### config.mk
export PLATFORM = sky130hd
export DESIGN_NAME = vec_issue_top
export DESIGN_NICKNAME = d
export VERILOG_FILES = /design/src/design/vec_issue_pkg.sv /design/src/design/vrf_bus_if.sv /design/src/design/instr_decoder.sv /design/src/design/resource_allocate_unit.sv /design/src/design/vector_lane.sv /design/src/design/vrf_arbiter.sv /design/src/design/vrf_bank.sv /design/src/design/vec_issue_top.sv
export SDC_FILE = /design/constraint.sdc
export NUM_CORES = 2
export LEC_CHECK = 0
export BUFFER_PORTS_ARGS = -buffer_cell sky130_fd_sc_hd__buf_2
export CAP_MARGIN = 15
export CORE_MARGIN = 2
export CORE_UTILIZATION = 45
export DETAILED_ROUTE_END_ITERATION = 10
export SETUP_SLACK_MARGIN = 0.02
export SLEW_MARGIN = 40
export SYNTH_ARGS = -nofsm -noshare
export SYNTH_HDL_FRONTEND = slang
export SYNTH_SLANG_ARGS = --single-unit
### constraint.sdc
create_clock -name clk -period 4.8 [get_ports clk]
set_input_delay 0.96 -clock clk [delete_from_list [all_inputs] [get_ports clk]]
set_output_delay 0.96 -clock clk [all_outputs]
set_load 0.02 [all_outputs]
### src/design/vec_issue_pkg.sv
`default_nettype none

package vec_issue_pkg;

   localparam int NUM_LANES   = 4;
   localparam int LANE_W      = 2;                // Lane index width
   localparam int R_PORTS_NUM = 2 * NUM_LANES;
   localparam int W_PORTS_NUM = NUM_LANES;
   localparam int NUM_VREGS   = 32;
   localparam int VREG_AW     = 5;
   localparam int ELEM_W      = 8;
   localparam int ELEMS       = 4;
   localparam int XLEN        = ELEM_W * ELEMS;
   localparam int INSTR_W     = 32;

   localparam logic [3:0] OPC_VV   = 4'd0;
   localparam logic [3:0] OPC_VI   = 4'd1;
   localparam logic [1:0] FUNC_BAD = 2'd3;     // Reserved func in both formats

   // Lane sequencer states
   localparam int         ST_W    = 3;
   localparam logic [2:0] ST_IDLE = 3'd0;
   localparam logic [2:0] ST_RD_A = 3'd1;
   localparam logic [2:0] ST_WT_A = 3'd2;
   localparam logic [2:0] ST_RD_B = 3'd3;
   localparam logic [2:0] ST_WT_B = 3'd4;
   localparam logic [2:0] ST_COMP = 3'd5;
   localparam logic [2:0] ST_WR   = 3'd6;

   typedef enum logic [1:0] {CLS_VV, CLS_VI, CLS_ILLEGAL} instr_class_e;
   typedef enum logic [1:0] {OP_ADD, OP_SUB, OP_XOR} vop_e;

   typedef struct packed {
      logic [3:0]         opcode;
      logic [1:0]         func;
      logic [VREG_AW-1:0] vd;
      logic [VREG_AW-1:0] vs1;
      logic [VREG_AW-1:0] vs2;
      logic [10:0]        rsvd;
   } instr_vv_t;

   typedef struct packed {
      logic [3:0]         opcode;
      logic [1:0]         func;
      logic [VREG_AW-1:0] vd;
      logic [VREG_AW-1:0] vs1;
      logic [ELEM_W-1:0]  imm;
      logic [7:0]         rsvd;
   } instr_vi_t;

   // Same word seen as either format, the opcode picks which one is meant
   typedef union packed {
      instr_vv_t vv;
      instr_vi_t vi;
   } instr_u;

   typedef struct packed {
      vop_e               op;
      instr_class_e       cls;
      logic [VREG_AW-1:0] vd;
      logic [VREG_AW-1:0] vs1;
      logic [VREG_AW-1:0] vs2;
      logic [ELEM_W-1:0]  imm;
   } lane_op_t;

endpackage

`default_nettype wire

### src/design/vrf_bus_if.sv
`timescale 1ns/10ps
`default_nettype none

// One lane's path to the register file arbiter
interface vrf_bus_if import vec_issue_pkg::*; ();

   logic               req;
   logic               we;
   logic [VREG_AW-1:0] addr;
   logic [XLEN-1:0]    wdata;
   logic               gnt;
   logic [XLEN-1:0]    rdata;   // Valid the cycle after a read grant

   modport lane (
      output req, we, addr, wdata,
      input  gnt, rdata
   );

   modport arb (
      input  req, we, addr, wdata,
      output gnt, rdata
   );

endinterface

`default_nettype wire

### src/design/instr_decoder.sv
`timescale 1ns/10ps
`default_nettype none

module instr_decoder import vec_issue_pkg::*; (
   input  wire instr_u       instr_i,
   output instr_class_e      cls_o,
   output lane_op_t          op_o,
   output logic [2:0]        reg_mask_o   // {vs2, vs1, vd}
);

   logic is_vv;
   logic is_vi;
   logic func_ok;

   // Opcode and func sit at the same place in both views
   assign func_ok = instr_i.vv.func != FUNC_BAD;
   assign is_vv   = func_ok && (instr_i.vv.opcode == OPC_VV);
   assign is_vi   = func_ok && (instr_i.vi.opcode == OPC_VI);

   always_comb
   begin
      cls_o      = CLS_ILLEGAL;
      reg_mask_o = 3'b000;
      op_o       = '0;
      op_o.vd    = instr_i.vv.vd;
      op_o.vs1   = instr_i.vv.vs1;

      if (is_vv)
      begin
         cls_o      = CLS_VV;
         reg_mask_o = 3'b111;
         op_o.vs2   = instr_i.vv.vs2;
      end
      else if (is_vi)
      begin
         cls_o      = CLS_VI;
         reg_mask_o = 3'b011;              // No second source register
         op_o.imm   = instr_i.vi.imm;
      end

      op_o.cls = cls_o;
      if (cls_o != CLS_ILLEGAL)
      begin
         op_o.op = vop_e'(instr_i.vv.func);
      end
      else
      begin
         op_o.op = OP_ADD;                 // Never reaches a lane
      end
   end

endmodule

`default_nettype wire

### src/design/resource_allocate_unit.sv
`timescale 1ns/10ps
`default_nettype none

module resource_allocate_unit import vec_issue_pkg::*; (
   input  wire                      clk,
   input  wire                      rstn,
   input  wire                      instr_vld_i,
   input  wire instr_class_e        cls_i,
   input  wire lane_op_t            op_i,
   input  wire [2:0]                reg_mask_i,
   output logic                     instr_rdy_o,
   output logic                     alloc_vld_o,
   output lane_op_t                 alloc_op_o,
   output logic [R_PORTS_NUM-1:0]   r_port_en_o,
   output logic [W_PORTS_NUM-1:0]   w_port_en_o,
   input  wire [NUM_LANES-1:0]      free_lane_i
);

   logic [NUM_LANES-1:0]                busy_q;
   logic [LANE_W-1:0]                   rr_ptr_q;
   logic [NUM_LANES-1:0][NUM_VREGS-1:0] pend_q;       // Registers held per lane

   logic                 legal;
   logic                 lane_found;
   logic [LANE_W-1:0]    sel_lane;
   logic [LANE_W-1:0]    idx;
   logic [NUM_VREGS-1:0] pend_all;
   logic [NUM_VREGS-1:0] use_vec;
   logic                 hazard;

   assign legal = cls_i != CLS_ILLEGAL;

   // First free lane at or after the pointer
   always_comb
   begin
      lane_found = 1'b0;
      sel_lane   = '0;
      for (int i = 0; i < NUM_LANES; i++)
      begin
         idx = rr_ptr_q + LANE_W'(i);
         if (!lane_found && !busy_q[idx])
         begin
            lane_found = 1'b1;
            sel_lane   = idx;
         end
      end
   end

   always_comb
   begin
      pend_all = '0;
      for (int i = 0; i < NUM_LANES; i++)
      begin
         pend_all = pend_all | pend_q[i];
      end

      use_vec = '0;
      if (reg_mask_i[0]) use_vec[op_i.vd]  = 1'b1;
      if (reg_mask_i[1]) use_vec[op_i.vs1] = 1'b1;
      if (reg_mask_i[2]) use_vec[op_i.vs2] = 1'b1;
   end

   assign hazard = |(use_vec & pend_all);

   // Illegal words are always taken and dropped
   assign instr_rdy_o = !legal || (lane_found && !hazard);
   assign alloc_vld_o = instr_vld_i && legal && lane_found && !hazard;
   assign alloc_op_o  = op_i;

   always_comb
   begin
      r_port_en_o = '0;
      w_port_en_o = '0;
      if (legal && lane_found)
      begin
         w_port_en_o[sel_lane]          = 1'b1;
         r_port_en_o[2*sel_lane + 1]    = 1'b1;              // vs1 port
         r_port_en_o[2*sel_lane]        = cls_i == CLS_VV;   // vs2 port
      end
   end

   always_ff @(posedge clk)
   begin
      if (!rstn)
      begin
         busy_q   <= '0;
         rr_ptr_q <= '0;
         pend_q   <= '0;
      end
      else
      begin
         for (int i = 0; i < NUM_LANES; i++)
         begin
            if (free_lane_i[i])
            begin
               busy_q[i] <= 1'b0;
               pend_q[i] <= '0;
            end
         end
         if (alloc_vld_o)
         begin
            busy_q[sel_lane] <= 1'b1;
            pend_q[sel_lane] <= use_vec;
            rr_ptr_q         <= sel_lane + 1'b1;
         end
      end
   end

   a_no_alloc_busy: assert property (@(posedge clk) disable iff (!rstn)
      alloc_vld_o |-> (w_port_en_o & busy_q) == '0);

   a_wport_onehot: assert property (@(posedge clk) disable iff (!rstn)
      $onehot0(w_port_en_o));

endmodule

`default_nettype wire

### src/design/vector_lane.sv
`timescale 1ns/10ps
`default_nettype none

module vector_lane import vec_issue_pkg::*; (
   input  wire                clk,
   input  wire                rstn,
   input  wire                alloc_vld_i,
   input  wire lane_op_t      alloc_op_i,
   input  wire [1:0]          r_port_en_i,   // [1] vs1 port, [0] vs2 port
   input  wire                w_port_en_i,
   vrf_bus_if.lane            bus,
   output logic               free_o,
   output logic               retire_vld_o,
   output logic [VREG_AW-1:0] retire_vd_o,
   output logic [XLEN-1:0]    retire_data_o
);

   logic [ST_W-1:0] state_q;
   logic            rd_b_q;       // Second source read needed
   logic            done_q;
   lane_op_t        op_q;
   logic [XLEN-1:0] opa_q;
   logic [XLEN-1:0] opb_q;
   logic [XLEN-1:0] result_q;
   logic [XLEN-1:0] opb;
   logic            take;

   // Element-wise with wraparound, no carry between elements
   function automatic logic [XLEN-1:0] simd_op(input vop_e op,
                                               input logic [XLEN-1:0] a,
                                               input logic [XLEN-1:0] b);
      logic [XLEN-1:0] r;
      r = '0;
      for (int e = 0; e < ELEMS; e++)
      begin
         case (op)
            OP_ADD:  r[e*ELEM_W +: ELEM_W] = a[e*ELEM_W +: ELEM_W] + b[e*ELEM_W +: ELEM_W];
            OP_SUB:  r[e*ELEM_W +: ELEM_W] = a[e*ELEM_W +: ELEM_W] - b[e*ELEM_W +: ELEM_W];
            default: r[e*ELEM_W +: ELEM_W] = a[e*ELEM_W +: ELEM_W] ^ b[e*ELEM_W +: ELEM_W];
         endcase
      end
      return r;
   endfunction

   assign take = alloc_vld_i && w_port_en_i;
   assign opb  = (op_q.cls == CLS_VI) ? {ELEMS{op_q.imm}} : opb_q;

   always_ff @(posedge clk)
   begin
      if (!rstn)
      begin
         state_q <= ST_IDLE;
         rd_b_q  <= 1'b0;
         done_q  <= 1'b0;
      end
      else
      begin
         done_q <= 1'b0;
         case (state_q)
            ST_IDLE:
               if (take)
               begin
                  rd_b_q  <= r_port_en_i[0];
                  state_q <= r_port_en_i[1] ? ST_RD_A : ST_COMP;
               end
            ST_RD_A: if (bus.gnt) state_q <= ST_WT_A;
            ST_WT_A: state_q <= rd_b_q ? ST_RD_B : ST_COMP;
            ST_RD_B: if (bus.gnt) state_q <= ST_WT_B;
            ST_WT_B: state_q <= ST_COMP;
            ST_COMP: state_q <= ST_WR;
            ST_WR:
               if (bus.gnt)
               begin
                  done_q  <= 1'b1;   // Write lands at this edge
                  state_q <= ST_IDLE;
               end
            default: state_q <= ST_IDLE;
         endcase
      end
   end

   always_ff @(posedge clk)
   begin
      if (state_q == ST_IDLE && take) op_q <= alloc_op_i;
      if (state_q == ST_WT_A) opa_q <= bus.rdata;
      if (state_q == ST_WT_B) opb_q <= bus.rdata;
      if (state_q == ST_COMP) result_q <= simd_op(op_q.op, opa_q, opb);
   end

   assign bus.req   = (state_q == ST_RD_A) || (state_q == ST_RD_B) || (state_q == ST_WR);
   assign bus.we    = state_q == ST_WR;
   assign bus.addr  = (state_q == ST_WR)   ? op_q.vd  :
                      (state_q == ST_RD_B) ? op_q.vs2 : op_q.vs1;
   assign bus.wdata = result_q;

   assign free_o        = done_q;
   assign retire_vld_o  = done_q;
   assign retire_vd_o   = op_q.vd;
   assign retire_data_o = result_q;

   // Request and its fields stay put until the arbiter answers
   a_req_held: assert property (@(posedge clk) disable iff (!rstn)
      bus.req && !bus.gnt |=> bus.req && $stable(bus.addr) && $stable(bus.we));

   a_take_idle: assert property (@(posedge clk) disable iff (!rstn)
      take |-> state_q == ST_IDLE);

endmodule

`default_nettype wire

### src/design/vrf_arbiter.sv
`timescale 1ns/10ps
`default_nettype none

module vrf_arbiter import vec_issue_pkg::*; (
   input  wire                clk,
   input  wire                rstn,
   vrf_bus_if.arb             lanes [NUM_LANES],
   output logic               bank_en_o,
   output logic               bank_we_o,
   output logic [VREG_AW-1:0] bank_addr_o,
   output logic [XLEN-1:0]    bank_wdata_o,
   input  wire [XLEN-1:0]     bank_rdata_i
);

   logic [NUM_LANES-1:0]               req_v;
   logic [NUM_LANES-1:0]               we_v;
   logic [NUM_LANES-1:0][VREG_AW-1:0]  addr_v;
   logic [NUM_LANES-1:0][XLEN-1:0]     wdata_v;
   logic [NUM_LANES-1:0]               gnt;
   logic [LANE_W-1:0]                  ptr_q;
   logic [LANE_W-1:0]                  gnt_idx;
   logic [LANE_W-1:0]                  idx;
   logic                               any_gnt;
   logic                               rd_vld_q;
   logic [LANE_W-1:0]                  rd_idx_q;   // Lane owed the read data

   for (genvar g = 0; g < NUM_LANES; g++)
   begin : g_lane
      assign req_v[g]       = lanes[g].req;
      assign we_v[g]        = lanes[g].we;
      assign addr_v[g]      = lanes[g].addr;
      assign wdata_v[g]     = lanes[g].wdata;
      assign lanes[g].gnt   = gnt[g];
      assign lanes[g].rdata = (rd_vld_q && rd_idx_q == LANE_W'(g)) ? bank_rdata_i : '0;
   end

   // Highest priority goes to the lane after the last winner
   always_comb
   begin
      any_gnt = 1'b0;
      gnt_idx = '0;
      gnt     = '0;
      for (int i = 0; i < NUM_LANES; i++)
      begin
         idx = ptr_q + LANE_W'(i);
         if (!any_gnt && req_v[idx])
         begin
            any_gnt      = 1'b1;
            gnt_idx      = idx;
            gnt[idx]     = 1'b1;
         end
      end
   end

   assign bank_en_o    = any_gnt;
   assign bank_we_o    = any_gnt && we_v[gnt_idx];
   assign bank_addr_o  = addr_v[gnt_idx];
   assign bank_wdata_o = wdata_v[gnt_idx];

   always_ff @(posedge clk)
   begin
      if (!rstn)
      begin
         ptr_q    <= '0;
         rd_vld_q <= 1'b0;
         rd_idx_q <= '0;
      end
      else
      begin
         if (any_gnt) ptr_q <= gnt_idx + 1'b1;
         rd_vld_q <= any_gnt && !we_v[gnt_idx];
         rd_idx_q <= gnt_idx;
      end
   end

   a_gnt_onehot: assert property (@(posedge clk) disable iff (!rstn) $onehot0(gnt));

endmodule

`default_nettype wire

### src/design/vrf_bank.sv
`timescale 1ns/10ps
`default_nettype none

module vrf_bank import vec_issue_pkg::*; (
   input  wire                clk,
   input  wire                rstn,
   input  wire                en_i,
   input  wire                we_i,
   input  wire [VREG_AW-1:0]  addr_i,
   input  wire [XLEN-1:0]     wdata_i,
   output logic [XLEN-1:0]    rdata_o
);

   logic [NUM_VREGS-1:0][XLEN-1:0] mem_q;

   // Architectural registers start at zero
   always_ff @(posedge clk)
   begin
      if (!rstn)
      begin
         mem_q <= '0;
      end
      else if (en_i && we_i)
      begin
         mem_q[addr_i] <= wdata_i;
      end
   end

   // One cycle read latency
   always_ff @(posedge clk)
   begin
      if (en_i && !we_i) rdata_o <= mem_q[addr_i];
   end

endmodule

`default_nettype wire

### src/design/vec_issue_top.sv
`timescale 1ns/10ps
`default_nettype none

module vec_issue_top import vec_issue_pkg::*; (
   input  wire                clk,
   input  wire                rstn,
   input  wire                instr_vld_i,
   input  wire [INSTR_W-1:0]  instr_i,
   output logic               instr_rdy_o,
   output logic               retire_vld_o,
   output logic [VREG_AW-1:0] retire_vd_o,
   output logic [XLEN-1:0]    retire_data_o
);

   instr_class_e                      cls;
   lane_op_t                          dec_op;
   logic [2:0]                        reg_mask;
   logic                              alloc_vld;
   lane_op_t                          alloc_op;
   logic [R_PORTS_NUM-1:0]            r_port_en;
   logic [W_PORTS_NUM-1:0]            w_port_en;
   logic [NUM_LANES-1:0]              lane_free;
   logic [NUM_LANES-1:0]              lane_ret;
   logic [NUM_LANES-1:0][VREG_AW-1:0] lane_vd;
   logic [NUM_LANES-1:0][XLEN-1:0]    lane_data;
   logic                              bank_en;
   logic                              bank_we;
   logic [VREG_AW-1:0]                bank_addr;
   logic [XLEN-1:0]                   bank_wdata;
   logic [XLEN-1:0]                   bank_rdata;

   vrf_bus_if bus [NUM_LANES] ();

   instr_decoder u_dec (
      .instr_i    (instr_i),
      .cls_o      (cls),
      .op_o       (dec_op),
      .reg_mask_o (reg_mask)
   );

   resource_allocate_unit u_alloc (
      .clk         (clk),
      .rstn        (rstn),
      .instr_vld_i (instr_vld_i),
      .cls_i       (cls),
      .op_i        (dec_op),
      .reg_mask_i  (reg_mask),
      .instr_rdy_o (instr_rdy_o),
      .alloc_vld_o (alloc_vld),
      .alloc_op_o  (alloc_op),
      .r_port_en_o (r_port_en),
      .w_port_en_o (w_port_en),
      .free_lane_i (lane_free)
   );

   for (genvar g = 0; g < NUM_LANES; g++)
   begin : g_lane
      vector_lane u_lane (
         .clk           (clk),
         .rstn          (rstn),
         .alloc_vld_i   (alloc_vld),
         .alloc_op_i    (alloc_op),
         .r_port_en_i   (r_port_en[2*g+1 -: 2]),
         .w_port_en_i   (w_port_en[g]),
         .bus           (bus[g]),
         .free_o        (lane_free[g]),
         .retire_vld_o  (lane_ret[g]),
         .retire_vd_o   (lane_vd[g]),
         .retire_data_o (lane_data[g])
      );
   end

   vrf_arbiter u_arb (
      .clk          (clk),
      .rstn         (rstn),
      .lanes        (bus),
      .bank_en_o    (bank_en),
      .bank_we_o    (bank_we),
      .bank_addr_o  (bank_addr),
      .bank_wdata_o (bank_wdata),
      .bank_rdata_i (bank_rdata)
   );

   vrf_bank u_bank (
      .clk     (clk),
      .rstn    (rstn),
      .en_i    (bank_en),
      .we_i    (bank_we),
      .addr_i  (bank_addr),
      .wdata_i (bank_wdata),
      .rdata_o (bank_rdata)
   );

   // Only one write is granted per cycle, so at most one lane retires
   always_comb
   begin
      retire_vld_o  = |lane_ret;
      retire_vd_o   = '0;
      retire_data_o = '0;
      for (int i = 0; i < NUM_LANES; i++)
      begin
         retire_vd_o   = retire_vd_o   | (lane_vd[i]   & {VREG_AW{lane_ret[i]}});
         retire_data_o = retire_data_o | (lane_data[i] & {XLEN{lane_ret[i]}});
      end
   end

endmodule

`default_nettype wire

; After elaboration in Yosys (flattened, before gate mapping)
; Index checks and enable logic that the tools add are counted.
[word_totals]
ff_bits = 1707
inputBits = 35
out_inout_bits = 39
[classes]
addsub = 41
magnitude_cmp = 27
eq_ne = 54
mux = 166
bitwise_logic = 40
n_reduce_logical = 86
[op_table]
columns = cell, count
row1 = 1024-bit bitwise mux, 1
row2 = 32-bit two-way mux, 23
row3 = 32-bit OR, 8
row4 = 8-bit case mux with 2 select lines, 16
row5 = 32-bit AND, 5
row6 = 32-bit binary-select mux with 5-bit select, 1
row7 = 32-bit demux with 5-bit select, 1
row8 = 8-bit adder, 16
row9 = 128-bit bitwise mux, 1
row10 = 128-bit two-way mux, 1
row11 = 8-bit subtractor, 16
row12 = 8-bit XOR, 16
row13 = 3-bit case mux with 7 select lines, 4
row14 = 3-bit two-way mux, 25
row15 = 32-bit binary-select mux with 2-bit select, 1
row16 = 32-bit demux with 2-bit select, 1
row17 = 5-bit two-way mux, 10
row18 = 1-bit logical AND, 40
row19 = 1-bit two-way mux, 39
row20 = 3-bit equality test (second input constant), 12
row21 = 32-bit by 1-bit >= comparator with 1-bit output (second input constant), 1
row22 = 32-bit by 4-bit less-than comparator with 1-bit output (second input constant), 1
row23 = 2-bit by 1-bit != test with 1-bit output (second input constant), 16
row24 = 32-bit OR reduction, 1
row25 = other kinds (35), 158

; Logic depth before layout (Yosys ltp)
[depth]
word_depth = 22
depth_mapped = 20

; Modules after synthesis
; Synthesis repeated with hierarchy kept, for this count alone.
[unflattened]
hier_cells = 9387
area_unflattened_um2 = 86252.7
[modules_own_cells]
columns = mod, instances, cells_per_inst, area_per_inst_um2, seq_area_each_um2
row1 = vrf_bank, 1, 5643, 47086.4, 21460.6
row2 = vector_lane (g_lane[0].u_lane ...), 2, 615, 7059.3, 3793.6
row3 = vector_lane (g_lane[3].u_lane), 1, 621, 7080.5, 3793.6
row4 = vector_lane (g_lane[2].u_lane), 1, 615, 7070.5, 3793.6
row5 = resource_allocate_unit, 1, 742, 6742.7, 2682.6
row6 = vrf_arbiter, 1, 366, 2914.0, 100.1
row7 = vec_issue_top, 1, 128, 874.6, 0.0
row8 = instr_decoder, 1, 42, 365.4, 0.0

; Worst setup path before layout
; No wires, ideal clock.
[synth_path]
path_kind = register to register
from = reg u_arb.ptr_q[1]
to = reg u_bank.rdata_o[0], enable pin
t_arrival_ps = 4291
required_time_ps = 4374
slack_ps = 83
path_stages_with_launch = 12
n_path_buf = 2
path_cell_list = dfxtp_1 > clkinv_1 > ha_1 > clkbuf_1 > a31oi_1 > a22oi_1 > o311ai_1 > a21o_1 > buf_2 > mux2i_1 > mux2i_1 > nor2b_1
[synth_between]
elab_chain_cells = 17
[synth_lines]
columns = element, line_no
row1 = "start, declared", vrf_arbiter.sv:20  ; logic [LANE_W-1:0] ptr_q;
row2 = "start signal, assigned", vrf_arbiter.sv:70  ; if (any_gnt) ptr_q <= gnt_idx + 1'b1;
row3 = branches (longest 16 deep; another with 2-bit by 1-bit adder with 2-bit output), --
row4 = 1-bit logical AND *, vrf_bank.sv:32  ; if (en_i && !we_i) rdata_o <= mem_q[addr_i];
row5 = "end signal, assigned", vrf_bank.sv:32
row6 = "end, declared", vrf_bank.sv:11  ; output logic [XLEN-1:0] rdata_o
; Mark *: on every way between the ends. The select of a mux whose other input is x is not followed.
; A chain may end at the register's enable or synchronous reset.

; Worst setup path after layout
[layout_path]
from = reg u_arb.ptr_q[1]
to = reg u_bank.rdata_o[25], data pin
[layout_between]
elab_chain_cells = 16
[layout_lines]
columns = element, line_no
row1 = branches (longest 11 deep; another with 2-bit by 1-bit adder with 2-bit output), --
row2 = 2-bit two-way mux *, vrf_arbiter.sv:46  ; if (!any_gnt && req_v[idx])
row3 = 5-bit binary-select mux with 2-bit select *, vrf_arbiter.sv:57  ; assign bank_addr_o = addr_v[gnt_idx];
row4 = 5-bit two-way mux (not written as such) *, vrf_arbiter.sv:57
row5 = 32-bit binary-select mux with 5-bit select *, vrf_bank.sv:32
row6 = 32-bit two-way mux (not written as such) *, vrf_bank.sv:32
; Marked as above.

==> reports/qor.txt <==
Status -> complete, but fails checks
Failing checks -> antenna rules
Crit Path Max Fanout -> 33
R2r startpoint -> u_arb.ptr_q[1]
Lkg Pwr -> 31.9 nW
Layout cells sized above 1 -> 10.4%
Worst-Margin Slew -> 950 ps
Seq cells post-synth -> 1707
Drt wl/cell -> 24.1 um
Number of global-route vias before repair -> 63300
Clk buf depth -> 3
Final wirelength -> 273000 um
Die Y -> 427 um
Initial Utilization -> 45.2%
Syn_nets -> 9042
Post-CTS Hold Fix Bufs -> 0
Area Growth Syn to Fin -> 15.1%
Inst Count DP -> 10900
CTS buffer count -> 180
VDD IR max -> 0.710 mV
Crit. End Element -> register
Post-synth EDFFs -> 524
First drt pass iteration count -> 6
Yosys warns -> 0
Core area -> 178000 um2
Num rows -> 155
Buffers on Ports -> 65
Tmin final -> 4670 ps
Vias per cell -> 5.93
Slew headroom -> 36.7%
Synthesized area -> 80600 um2
Reg2reg end -> u_bank.rdata_o[25]
DIE WIDTH -> 427 um
Seq/Total Area, Yosys -> 48.9%
Top cells by count, synth -> nand2_1 (1538), dfxtp_1 (1183), a21oi_1 (1054)
I/O pin cnt -> 74
Dominant cell type by area after synthesis -> dfxtp_1
Startpoint Class -> register
Initial antenna violation count -> 37
Latest clock arrival within the worst-skew pair -> 850 ps
Count leader, synth -> nand2_1
Cell Count, Final, Fillers Out -> 11300
Area share of the largest cell type after synthesis -> 29.4%
Setup TNS -> 0 ps
Htree depth -> 4
CTS tree -> done
Fin nets -> 8960
Reg clk slew, reported paths -> 60 ps
Syn avg cell area -> 9.10 um2
Setup violators final -> 0
Arrival time of the worst setup path -> 5280 ps
Most used DFF post-synth -> dfxtp_1
Post-synth ARST share -> 0%
GRT Util Overall -> 29.2%
Antenna Nets Post-Route -> 1
GP Congestion -> 0.893
Setup Skew -> 32.2 ps
Hold_sp -> u_bank.mem_q[887]
Post-DP HPWL -> 173000 um
Cell count of the worst hold path -> 2
Fill count -> 16000
Max-slew violation count -> 0
Data required time of the worst path -> 5410 ps
Worst reg-to-reg setup slack -> 130 ps
Residual DRC count -> 0
Final period utilization -> 97.3%
Setup CP Type -> register to register
Top cells by area, synth -> dfxtp_1 (29%), edfxtp_1 (20%), mux2i_1 (9.8%)
Worst Hold Path EP -> u_bank.mem_q[887]
Grt ovf -> 0
CTS Sinks -> 1707
Die Footprint -> 182000 um2
Max cap viols -> 0
Cells after Synth -> 8855
Hold Vio Cnt, Final -> 0
PD cells -> 517 nW/um2
Worst r2r path cells -> 16
Initial DRC Count -> 7356
Via Count -> 67100
Hold Crit Class -> register to register
First-pass GRT wire length -> 403000 um
Pin count of the biggest net entering global routing -> 151
Fmax -> 214 MHz
Synth unique cells -> 75
Clk root buf -> clkbuf_16
## area by class of cell
class | count | area (um2) | area share [%]
clock buffer | 257 | 5120 | 5.52
multi-input combinational | 6285 | 38500 | 41.6
timing repair buffer | 476 | 5090 | 5.49
tap | 2355 | 2950 | 3.18
inverter | 123 | 469 | 0.506
antenna | 25 | 62.6 | 0.0675
clock inverter | 73 | 1060 | 1.14
sequential | 1707 | 39400 | 42.5
## registers in the layout, summed over array words and instances, names as in the netlist, 4 cells and up
name,cells
g_lane.u_lane.bus.wdata,128
g_lane.u_lane.free_o,4
g_lane.u_lane.op_q,88
g_lane.u_lane.opa_q,128
g_lane.u_lane.opb_q,128
g_lane.u_lane.rd_b_q,4
g_lane.u_lane.retire_vd_o,20
g_lane.u_lane.state_q,12
u_alloc.busy_q,4
u_alloc.pend_q,128
u_bank.mem_q,1024
u_bank.rdata_o,32
## worst max path at each step
| stage | startpoint | slack [ps] | cells past startpoint | end |
|---|---|---|---|---|
| 5_1_grt | u_arb.ptr_q[1] | -20 | 17 | u_bank.rdata_o[9] |
| 6_report | u_arb.ptr_q[1] | 130 | 16 | u_bank.rdata_o[25] |
| 4_1_cts | u_arb.ptr_q[1] | 20 | 16 | u_bank.rdata_o[13] |
| 3_5_place_dp | u_arb.ptr_q[1] | -170 | 14 | u_bank.rdata_o[25] |
| 2_1_floorplan | u_arb.ptr_q[1] | 80 | 11 | u_bank.rdata_o[0] |
| 3_3_place_gp | instr_i[26] | -260 | 10 | instr_rdy_o |
## layout by cell type (no fill, tap or decap), types with 48 or more instances in the layout
| cell | n |
|---|---|
| o21ai_0 | 368 |
| buf_4 | 275 |
| a21oi_1 | 1053 |
| mux2i_1 | 784 |
| nor4_1 | 85 |
| xnor2_1 | 129 |
| nor2_1 | 634 |
| a22oi_1 | 105 |
| buf_12 | 121 |
| nand2_1 | 1534 |
| xor2_1 | 176 |
| a21o_1 | 64 |
| nand3_1 | 48 |
| buf_2 | 66 |
| inv_1 | 116 |
| a31oi_1 | 158 |
| dfxtp_1 | 1179 |
| and2_1 | 206 |
| clkbuf_16 | 180 |
| o22ai_1 | 301 |
| edfxtp_1 | 524 |
| ha_1 | 135 |
## critical path, stage by stage (launching register included)
cell and delay, ps:
dfxtp_1 330, clkinv_1 110, ha_2 340, or3_1 460, a22oi_2 290, buf_4 160, a211oi_2 50, o22a_4 300
o211ai_1 240, buf_4 200, a32o_4 430, buf_12 330, mux2i_1 300, o22ai_1 220, nor4_4 400, buf_4 190
nand2_1 40
## report_power, final
group	switching, mW	total (mW)	leakage, nW	internal, mW
Clock	6.12	14.5	3.00	8.40
Combinational	12.5	18.5	14.7	5.97
Sequential	0.0805	14.9	14.2	14.8
## repair_timing
item,in CTS,in global routing
resized for setup,12,9
setup buffers,0,15
gates cloned,0,1
pin swaps,0,7
setup endpoints to repair,19,620
## kinds of logic (layout without fill, tap and decap cells)
logic type	Yosys count	in the layout	share of synthesized area (%)
AND/OR/NAND/NOR	2772	2772	14.9
AO/OA/AOI/OAI	2243	2244	15.8
flip-flops	1707	1707	48.9
buffers and inverters	864	929	4.42
multiplexers	812	812	10.2
XOR/XNOR	305	305	3.32
adder cells (fa/ha/maj)	152	152	2.51
other	0	25	0
## layer usage
metal | up-vias | share of wire [%] | track usage, %
met3 | 514 | 8.6 | 5.21
met5 | - | 0.038 | 0
li1 | 30900 | - | -
met2 | 2829 | 45 | 46.0
met1 | 32800 | 42 | 39.6
met4 | 14 | 4.1 | 11.9
## metrics by stage
| stage | cell area, um2 | util, % | total power, mW | setup slack [ps] | hold WS (ps) |
|---|---|---|---|---|---|
| after floorplan | 80600 | - | 24.7 | 83.2 | 436 |
| after global placement | 85900 | 48.2 | 32.9 | -260 | 440 |
| after detailed placement | 86200 | 48.4 | 33.0 | -167 | 446 |
| after CTS | 92400 | 51.9 | 47.5 | 18.0 | 432 |
| after global routing | 92600 | 52.0 | 49.1 | -19.8 | 460 |
| final | 92700 | 52.0 | 47.9 | 132 | 452 |
Power figures use the tool's default switching activity.
